## src/hw/core_macros.svh

```systemverilog
`ifndef CORE_MACROS_SVH
`define CORE_MACROS_SVH

// datapath width
`define CORE_XLEN 32

// register index width, 32 architectural registers
`define CORE_REG_ADDR_W 5

`define CORE_INST_W 32

// major opcodes, inst[6:0]
`define CORE_OPC_OP 7'b0110011
`define CORE_OPC_OP_IMM 7'b0010011
`define CORE_OPC_LUI 7'b0110111

`endif
```

## src/hw/core_pkg.sv

```systemverilog
`default_nettype none

`include "core_macros.svh"

package core_pkg;

  typedef logic [`CORE_XLEN-1:0] word_t;
  typedef logic [`CORE_REG_ADDR_W-1:0] reg_addr_t;
  typedef logic [`CORE_INST_W-1:0] inst_t;

  // pass2 carries the U immediate for lui
  typedef enum logic [3:0] {
    alu_add,
    alu_sub,
    alu_sll,
    alu_slt,
    alu_sltu,
    alu_xor,
    alu_srl,
    alu_sra,
    alu_or,
    alu_and,
    alu_pass2
  } alu_op_e;

  // decode to execute
  typedef struct packed {
    alu_op_e alu_op;
    reg_addr_t rs1;
    reg_addr_t rs2;
    reg_addr_t rd;
    word_t op1;
    word_t op2;
    logic use_rs1;
    logic use_rs2;
  } ex_payload_t;

  // execute to writeback
  typedef struct packed {
    reg_addr_t rd;
    word_t result;
  } wb_payload_t;

endpackage

`default_nettype wire

```

## src/hw/core_top.sv

```systemverilog
`default_nettype none

module core_top (
  input wire logic clock,
  input wire logic reset,
  input wire logic inst_valid,
  input core_pkg::inst_t inst,
  input wire logic retire_ready,
  output logic inst_ready,
  output logic retire_valid,
  output core_pkg::reg_addr_t retire_rd,
  output core_pkg::word_t retire_data
);

  import core_pkg::*;

  logic dec_valid;
  inst_t dec_inst;
  logic ex_in_ready;
  logic ex_valid;
  logic wb_in_ready;
  ex_payload_t dec_payload;
  ex_payload_t ex_payload;
  wb_payload_t ex_wb_payload;
  wb_payload_t wb_payload;
  reg_addr_t rs1_addr;
  reg_addr_t rs2_addr;
  word_t rs1_data;
  word_t rs2_data;
  word_t ex_result;

  stage_reg #(.payload_t(inst_t)) u_decode_reg (
    .clock(clock),
    .reset(reset),
    .in_valid(inst_valid),
    .in_payload(inst),
    .out_ready(ex_in_ready),
    .in_ready(inst_ready),
    .out_valid(dec_valid),
    .out_payload(dec_inst)
  );

  // register values are captured as the item leaves decode
  decoder u_decoder (
    .inst(dec_inst),
    .rs1_data(rs1_data),
    .rs2_data(rs2_data),
    .rs1_addr(rs1_addr),
    .rs2_addr(rs2_addr),
    .rd(dec_payload.rd),
    .alu_op(dec_payload.alu_op),
    .op1(dec_payload.op1),
    .op2(dec_payload.op2),
    .use_rs1(dec_payload.use_rs1),
    .use_rs2(dec_payload.use_rs2)
  );

  assign dec_payload.rs1 = rs1_addr;
  assign dec_payload.rs2 = rs2_addr;

  // the retire handshake is the register write
  register_file u_register_file (
    .clock(clock),
    .reset(reset),
    .rs1_addr(rs1_addr),
    .rs2_addr(rs2_addr),
    .write_enable(retire_valid && retire_ready),
    .write_addr(wb_payload.rd),
    .write_data(wb_payload.result),
    .rs1_data(rs1_data),
    .rs2_data(rs2_data)
  );

  stage_reg #(.payload_t(ex_payload_t)) u_execute_reg (
    .clock(clock),
    .reset(reset),
    .in_valid(dec_valid),
    .in_payload(dec_payload),
    .out_ready(wb_in_ready),
    .in_ready(ex_in_ready),
    .out_valid(ex_valid),
    .out_payload(ex_payload)
  );

  alu_execute u_alu_execute (
    .alu_op(ex_payload.alu_op),
    .rs1(ex_payload.rs1),
    .rs2(ex_payload.rs2),
    .op1(ex_payload.op1),
    .op2(ex_payload.op2),
    .use_rs1(ex_payload.use_rs1),
    .use_rs2(ex_payload.use_rs2),
    .wb_valid(retire_valid),
    .wb_rd(wb_payload.rd),
    .wb_result(wb_payload.result),
    .result(ex_result)
  );

  assign ex_wb_payload.rd = ex_payload.rd;
  assign ex_wb_payload.result = ex_result;

  stage_reg #(.payload_t(wb_payload_t)) u_writeback_reg (
    .clock(clock),
    .reset(reset),
    .in_valid(ex_valid),
    .in_payload(ex_wb_payload),
    .out_ready(retire_ready),
    .in_ready(wb_in_ready),
    .out_valid(retire_valid),
    .out_payload(wb_payload)
  );

  assign retire_rd = wb_payload.rd;
  assign retire_data = wb_payload.result;

endmodule

`default_nettype wire

```

## src/hw/alu_execute.sv

```systemverilog
`default_nettype none

`include "core_macros.svh"

module alu_execute (
  input core_pkg::alu_op_e alu_op,
  input core_pkg::reg_addr_t rs1,
  input core_pkg::reg_addr_t rs2,
  input core_pkg::word_t op1,
  input core_pkg::word_t op2,
  input wire logic use_rs1,
  input wire logic use_rs2,
  input wire logic wb_valid,
  input core_pkg::reg_addr_t wb_rd,
  input core_pkg::word_t wb_result,
  output core_pkg::word_t result
);

  import core_pkg::*;

  logic wb_writes;
  logic fwd1;
  logic fwd2;
  word_t a;
  word_t b;
  logic [4:0] shamt;

  // writeback holds the newest value of its rd
  assign wb_writes = wb_valid && (wb_rd != '0);
  assign fwd1 = wb_writes && use_rs1 && (wb_rd == rs1);
  assign fwd2 = wb_writes && use_rs2 && (wb_rd == rs2);

  assign a = fwd1 ? wb_result : op1;
  assign b = fwd2 ? wb_result : op2;
  assign shamt = b[4:0];

  always_comb begin
    case (alu_op)
      alu_add: begin
        result = a + b;
      end
      alu_sub: begin
        result = a - b;
      end
      alu_sll: begin
        result = a << shamt;
      end
      alu_slt: begin
        result = {{(`CORE_XLEN-1){1'b0}}, ($signed(a) < $signed(b))};
      end
      alu_sltu: begin
        result = {{(`CORE_XLEN-1){1'b0}}, (a < b)};
      end
      alu_xor: begin
        result = a ^ b;
      end
      alu_srl: begin
        result = a >> shamt;
      end
      alu_sra: begin
        result = word_t'($signed(a) >>> shamt);
      end
      alu_or: begin
        result = a | b;
      end
      alu_and: begin
        result = a & b;
      end
      default: begin
        // lui
        result = b;
      end
    endcase
  end

endmodule

`default_nettype wire

```

## src/hw/decoder.sv

```systemverilog
`default_nettype none

`include "core_macros.svh"

module decoder (
  input core_pkg::inst_t inst,
  input core_pkg::word_t rs1_data,
  input core_pkg::word_t rs2_data,
  output core_pkg::reg_addr_t rs1_addr,
  output core_pkg::reg_addr_t rs2_addr,
  output core_pkg::reg_addr_t rd,
  output core_pkg::alu_op_e alu_op,
  output core_pkg::word_t op1,
  output core_pkg::word_t op2,
  output logic use_rs1,
  output logic use_rs2
);

  import core_pkg::*;

  logic [6:0] opcode;
  logic [2:0] funct3;
  logic [6:0] funct7;
  word_t imm_i;
  word_t imm_u;
  alu_op_e base_op;

  assign opcode = inst[6:0];
  assign funct3 = inst[14:12];
  assign funct7 = inst[31:25];
  assign rs1_addr = inst[19:15];
  assign rs2_addr = inst[24:20];

  assign imm_i = {{(`CORE_XLEN-12){inst[31]}}, inst[31:20]};
  assign imm_u = {inst[31:12], 12'b0};

  // funct3 map shared by reg-reg and reg-imm forms
  always_comb begin
    case (funct3)
      3'b000: base_op = alu_add;
      3'b001: base_op = alu_sll;
      3'b010: base_op = alu_slt;
      3'b011: base_op = alu_sltu;
      3'b100: base_op = alu_xor;
      3'b101: base_op = funct7[5] ? alu_sra : alu_srl;
      3'b110: base_op = alu_or;
      default: base_op = alu_and;
    endcase
  end

  always_comb begin
    alu_op = alu_add;
    op1 = rs1_data;
    op2 = rs2_data;
    use_rs1 = 1'b0;
    use_rs2 = 1'b0;
    rd = inst[11:7];
    case (opcode)
      `CORE_OPC_OP: begin
        use_rs1 = 1'b1;
        use_rs2 = 1'b1;
        // sub only exists in the reg-reg form
        alu_op = (funct3 == 3'b000 && funct7[5]) ? alu_sub : base_op;
      end
      `CORE_OPC_OP_IMM: begin
        use_rs1 = 1'b1;
        op2 = imm_i;
        alu_op = base_op;
      end
      `CORE_OPC_LUI: begin
        op1 = '0;
        op2 = imm_u;
        alu_op = alu_pass2;
      end
      default: begin
        // retires without a register write
        rd = '0;
      end
    endcase
  end

endmodule

`default_nettype wire

```

## src/hw/register_file.sv

```systemverilog
`default_nettype none

`include "core_macros.svh"

module register_file (
  input wire logic clock,
  input wire logic reset,
  input core_pkg::reg_addr_t rs1_addr,
  input core_pkg::reg_addr_t rs2_addr,
  input wire logic write_enable,
  input core_pkg::reg_addr_t write_addr,
  input core_pkg::word_t write_data,
  output core_pkg::word_t rs1_data,
  output core_pkg::word_t rs2_data
);

  import core_pkg::*;

  localparam int Entries = 1 << `CORE_REG_ADDR_W;

  // x0 has no storage
  word_t regs [1:Entries-1];

  logic write_live;

  assign write_live = write_enable && (write_addr != '0);

  // write-through so a same-cycle retire is seen by decode
  function automatic word_t read_port(input reg_addr_t addr);
    word_t value;
    if (addr == '0) begin
      value = '0;
    end else if (write_live && (write_addr == addr)) begin
      value = write_data;
    end else begin
      value = regs[addr];
    end
    return value;
  endfunction

  assign rs1_data = read_port(rs1_addr);
  assign rs2_data = read_port(rs2_addr);

  always_ff @(posedge clock) begin
    if (reset) begin
      for (int i = 1; i < Entries; i++) begin
        regs[i] <= '0;
      end
    end else if (write_live) begin
      regs[write_addr] <= write_data;
    end
  end

endmodule

`default_nettype wire

```

## src/hw/stage_reg.sv

```systemverilog
`default_nettype none

module stage_reg #(
  parameter type payload_t = logic
) (
  input wire logic clock,
  input wire logic reset,
  input wire logic in_valid,
  input payload_t in_payload,
  input wire logic out_ready,
  output logic in_ready,
  output logic out_valid,
  output payload_t out_payload
);

  // allowin: empty, or the held item leaves this cycle
  assign in_ready = !out_valid || out_ready;

  always_ff @(posedge clock) begin
    if (reset) begin
      out_valid <= 1'b0;
    end else if (in_ready) begin
      out_valid <= in_valid;
    end
  end

  // payload only moves on a transfer
  always_ff @(posedge clock) begin
    if (in_valid && in_ready) begin
      out_payload <= in_payload;
    end
  end

endmodule

`default_nettype wire

```

## config.mk

```make
export PLATFORM = sky130hd
export DESIGN_NAME = core_top
export DESIGN_NICKNAME = d
export VERILOG_FILES = /design/src/hw/core_pkg.sv /design/src/hw/core_top.sv /design/src/hw/alu_execute.sv /design/src/hw/decoder.sv /design/src/hw/register_file.sv /design/src/hw/stage_reg.sv
export VERILOG_INCLUDE_DIRS = /design/src /design/src/hw
export SDC_FILE = /design/constraint.sdc
export NUM_CORES = 2
export LEC_CHECK = 0
export ABC_AREA = 0
export BUFFER_PORTS_ARGS = -buffer_cell sky130_fd_sc_hd__buf_2
export CAP_MARGIN = 20
export CORE_MARGIN = 5
export CORE_UTILIZATION = 25
export DETAILED_ROUTE_END_ITERATION = 6
export GPL_TIMING_DRIVEN = 0
export PLACE_DENSITY = 0.35
export SLEW_MARGIN = 40
export SYNTH_ARGS = -nofsm -noshare
export SYNTH_HDL_FRONTEND = slang
export SYNTH_SLANG_ARGS = --single-unit
```

## constraint.sdc

```tcl
create_clock -name clock -period 23 [get_ports clock]
set_input_delay 2.3 -clock clock [delete_from_list [all_inputs] [get_ports clock]]
set_output_delay 2.3 -clock clock [all_outputs]
set_load 0.02 [all_outputs]
```

==> load_flow_metrics.sql <==
INSERT INTO impl_metrics (metric_group, metric, value, unit) VALUES
('die', 'design.portCount', '75', ''),
('placement', 'dp_hpwl', '294000', 'microns'),
('layout', 'layout-area-overhead-vs-synth', '15.9', '%'),
('setup_path', 'element_type_at_the_critical_path_start', 'register', ''),
('synth', 'synth-async-reset-ratio', '0', '%'),
('setup_path', 'timing.critical_path.from', 'u_writeback_reg.out_payload[35]', ''),
('synth', 'netlist_top_cells_area', 'sky130_fd_sc_hd__edfxtp_1 49%, sky130_fd_sc_hd__mux4_2 20%, sky130_fd_sc_hd__and2_1 8.5%, sky130_fd_sc_hd__clkbuf_1 2.3%, sky130_fd_sc_hd__ha_1 1.7%', ''),
('route', 'drt_drc_violations_left', '4', ''),
('layout', 'multiInputGateArea', '34500', 'sq um'),
('placement', 'postPlaceCellArea', '78800', 'sq um'),
('placement', 'dp_worst_setup_slack', '14230', 'ps'),
('synth', 'synth_sequential_area_ratio', '49.3', '%'),
('timing', 'setup-violations-final', '0', ''),
('clocking', 'post_cts_hold_buffer_count', '0', ''),
('clocking', 'clock_pin_slew_reported_for_the_worst_setup_and_hold_paths_after_clock_tree_synthesis', '60', 'ps'),
('layout', 'layout.cell_area.non_filler', '83800', 'sq um'),
('run_status', 'run_status', 'finished with violations', ''),
('timing', 'max_clock_freq', '113', 'MHz'),
('route', 'detailroute.via_count', '51900', ''),
('setup_path', 'worstPathRequired', '23610', 'ps'),
('synth', 'synth.ff_latch_count', '1191', ''),
('setup_path', 'path_max_fanout', '10', ''),
('setup_path', 'crit-reg2reg-launch', 'u_writeback_reg.out_payload[35]', ''),
('route', 'drt.antenna.violating_nets', '0', ''),
('pwr', 'power-per-cell-area', '74.9', 'nW/um^2'),
('timing', 'post-route-period-util', '38.6', '%'),
('placement', 'io_buffers', '74', ''),
('global_route', 'first_global_vias', '52000', ''),
('clocking', 'clock-sinks', '1191', ''),
('placement', 'globalplace.congestion', '0.992', ''),
('setup_path', 'timing.critical_path.arrival', '9490', 'ps'),
('flow_run', 'maxCapViolCount', '0', ''),
('layout', 'layout-drive-gt1-share', '22.1', '%'),
('layout', 'num-nets-final', '6011', ''),
('synth', 'synth_edf_count', '1178', ''),
('min_path', 'hold-path-cell-count', '0', ''),
('timing', 'timing.final.crit_period', '8880', 'ps'),
('timing', 'slew_viol_final', '0', ''),
('clocking', 'cts_resized', '0', ''),
('synth', 'proportion_of_netlist_area_held_by_the_largest_area_contributor', '48.9', '%'),
('synth', 'netlist_area', '72300', 'sq um'),
('run_status', 'failed_checks', 'design-rule violations', ''),
('die', 'floorplan.die_area', '300000', 'sq um'),
('clocking', 'cts-buffers-inserted', '160', ''),
('setup_path', 'rr_endpoint', 'u_writeback_reg.out_payload[31]', ''),
('pwr', 'ir_worst_vdd', '49.1', 'uV'),
('timing', 'max_transition_margin', '35.6', '%'),
('clocking', 'cts_buffer_depth', '4', ''),
('timing', 'post-route-worst-setup-slack', '14120', 'ps'),
('clocking', 'clock_tree.htree_level_count', '4', ''),
('pwr', 'power.static_leakage', '29.4', 'nW'),
('route', 'post_drt_via_cell_ratio', '5.31', ''),
('synth', 'synth_top_area_cell', 'sky130_fd_sc_hd__edfxtp_1', ''),
('timing', 'final.setup.tns', '0', 'ps'),
('route', 'wire_per_inst', '36.4', 'microns'),
('clocking', 'worstSkewPairLatency', '840', 'ps'),
('route', 'drt_pass_1_iters', '7', ''),
('clocking', 'cts_tree', 'done', ''),
('timing', 'timing_worst_slew_pin_value', '959', 'ps'),
('clocking', 'cts_setup_buffers', '0', ''),
('synth', 'synth_cell_types', '92', ''),
('layout', 'ff_latch_area', '35600', 'sq um'),
('route', 'wl', '356000', 'microns'),
('die', 'fp-row-count', '197', ''),
('global_route', 'grt_util_all_layers', '23.1', '%'),
('global_route', 'first_pass_grt_wire_length', '474000', 'microns'),
('setup_path', 'path_class', 'reg2reg', ''),
('timing', 'finClkSkew', '69.9', 'ps'),
('setup_path', 'crit_end', 'u_writeback_reg.out_payload[31]', ''),
('timing', 'rsz_0062_raised_after_global_routing', 'false', ''),
('global_route', 'antenna_found_initial', '43', '');
-- cells by family after synthesis --
group / share of synthesized area [%]
simple gates: 14.3
other cells: 0.00519
buf+inv: 3.60
xor+xnor: 0.545
mux: 22.4
compound gates: 8.07
flops: 49.3
fa+ha+maj: 1.79
-- cell type report --
cell class,count,area share [%]
Buffer,572,2.88
Sequential cell,1191,42.5
Inverter,101,0.455
Tap cell,3781,5.65
Clock buffer,196,5.05
Clock inverter,80,0.835
Multi-Input combinational cell,3729,41.2
Timing Repair Buffer,118,1.43
Antenna cell,7,0.0209
-- per-layer routing --
layer  vias up  global-route usage [%]  wire [microns]
met1     27100                    29.4          146000
li1      22100                       -               -
met2      2096                    39.1          172000
met5         -                       0              30
met4         4                    10.1           19600
met3       583                    3.09           18700
-- registers in the layout, summed over array words and instances, names as in the netlist, named ones only --
register / cells
u_execute_reg.out_valid: 1
u_writeback_reg.out_valid: 1
u_register_file.regs: 1024
u_execute_reg.out_payload: 85
u_decode_reg.out_valid: 1
u_writeback_reg.out_payload: 37
u_decode_reg.out_payload: 32
-- critical path: stages, from the launching register on --
cell                        delay, ps
sky130_fd_sc_hd__edfxtp_1         560
sky130_fd_sc_hd__or3_1            450
sky130_fd_sc_hd__o311a_1          470
sky130_fd_sc_hd__buf_2            260
sky130_fd_sc_hd__nand2_2          200
sky130_fd_sc_hd__buf_2            310
sky130_fd_sc_hd__buf_1            560
sky130_fd_sc_hd__buf_2            410
sky130_fd_sc_hd__buf_2            530
sky130_fd_sc_hd__mux2i_2          590
sky130_fd_sc_hd__inv_1            100
sky130_fd_sc_hd__ha_1             300
sky130_fd_sc_hd__clkbuf_1         330
sky130_fd_sc_hd__nor2_1           430
sky130_fd_sc_hd__a211oi_1         130
sky130_fd_sc_hd__a21oi_1          470
sky130_fd_sc_hd__a21oi_1          280
sky130_fd_sc_hd__a31oi_1          590
sky130_fd_sc_hd__a2111oi_0        320
sky130_fd_sc_hd__o41ai_1          700
sky130_fd_sc_hd__xnor2_1          200
sky130_fd_sc_hd__nand3_1          100
sky130_fd_sc_hd__a32oi_1          270
-- report_power, final --
group | switching [mW] | total, mW | internal (mW) | leakage [nW]
Combinational | 0.843 | 1.29 | 0.447 | 14.8
Clock | 1.02 | 2.44 | 1.43 | 2.42
Sequential | 0.0697 | 2.54 | 2.47 | 12.2
Total | 1.93 | 6.28 | 4.35 | 29.4
-- how the worst min path moves through the flow --
stage	from	to	slack [ps]
after global placement	u_execute_reg.out_payload[67]	u_writeback_reg.out_payload[33]	410
final	u_execute_reg.out_payload[69]	u_writeback_reg.out_payload[35]	420
after CTS	u_execute_reg.out_payload[67]	u_writeback_reg.out_payload[33]	420
after global routing	u_execute_reg.out_payload[67]	u_writeback_reg.out_payload[33]	430
after floorplan	u_execute_reg.out_payload[66]	u_writeback_reg.out_payload[32]	400
after detailed placement	u_execute_reg.out_payload[67]	u_writeback_reg.out_payload[33]	410
-- cell usage in the layout, fill, tap and decap left out, types with 99 or more instances in the layout --
cell type                      n
sky130_fd_sc_hd__clkbuf_16   162
sky130_fd_sc_hd__nand3_1     118
sky130_fd_sc_hd__o21ai_0     201
sky130_fd_sc_hd__nor2_1      211
sky130_fd_sc_hd__nand2_1     275
sky130_fd_sc_hd__and2_1      981
sky130_fd_sc_hd__mux2i_1      99
sky130_fd_sc_hd__mux4_2      645
sky130_fd_sc_hd__ha_1        100
sky130_fd_sc_hd__clkbuf_1    384
sky130_fd_sc_hd__a21oi_1     173
sky130_fd_sc_hd__edfxtp_1   1178
sky130_fd_sc_hd__buf_2       185
-- per-stage QoR --
stage	instances	utilization, %
2_1_floorplan	5593	-
5_1_grt	9769	29.1
6_report	9775	29.1
3_5_place_dp	9491	27.4
3_3_place_gp	9448	26.9
4_1_cts	9767	29.1
-- synthesized netlist by cell type (all sizes together), types with 25 or more instances --
cell type	n
a211oi	88
a21oi	176
a221oi	25
a22oi	32
a31oi	30
a32oi	30
and2	981
buf	126
clkbuf	446
edfxtp	1178
ha	100
inv	99
mux2	39
mux2i	119
mux4	645
nand2	277
nand2b	68
nand3	118
nor2	218
nor3	90
o211ai	27
o21ai	219
or2	38
xnor2	30
Note: power is estimated with default switching activity, not from simulation.
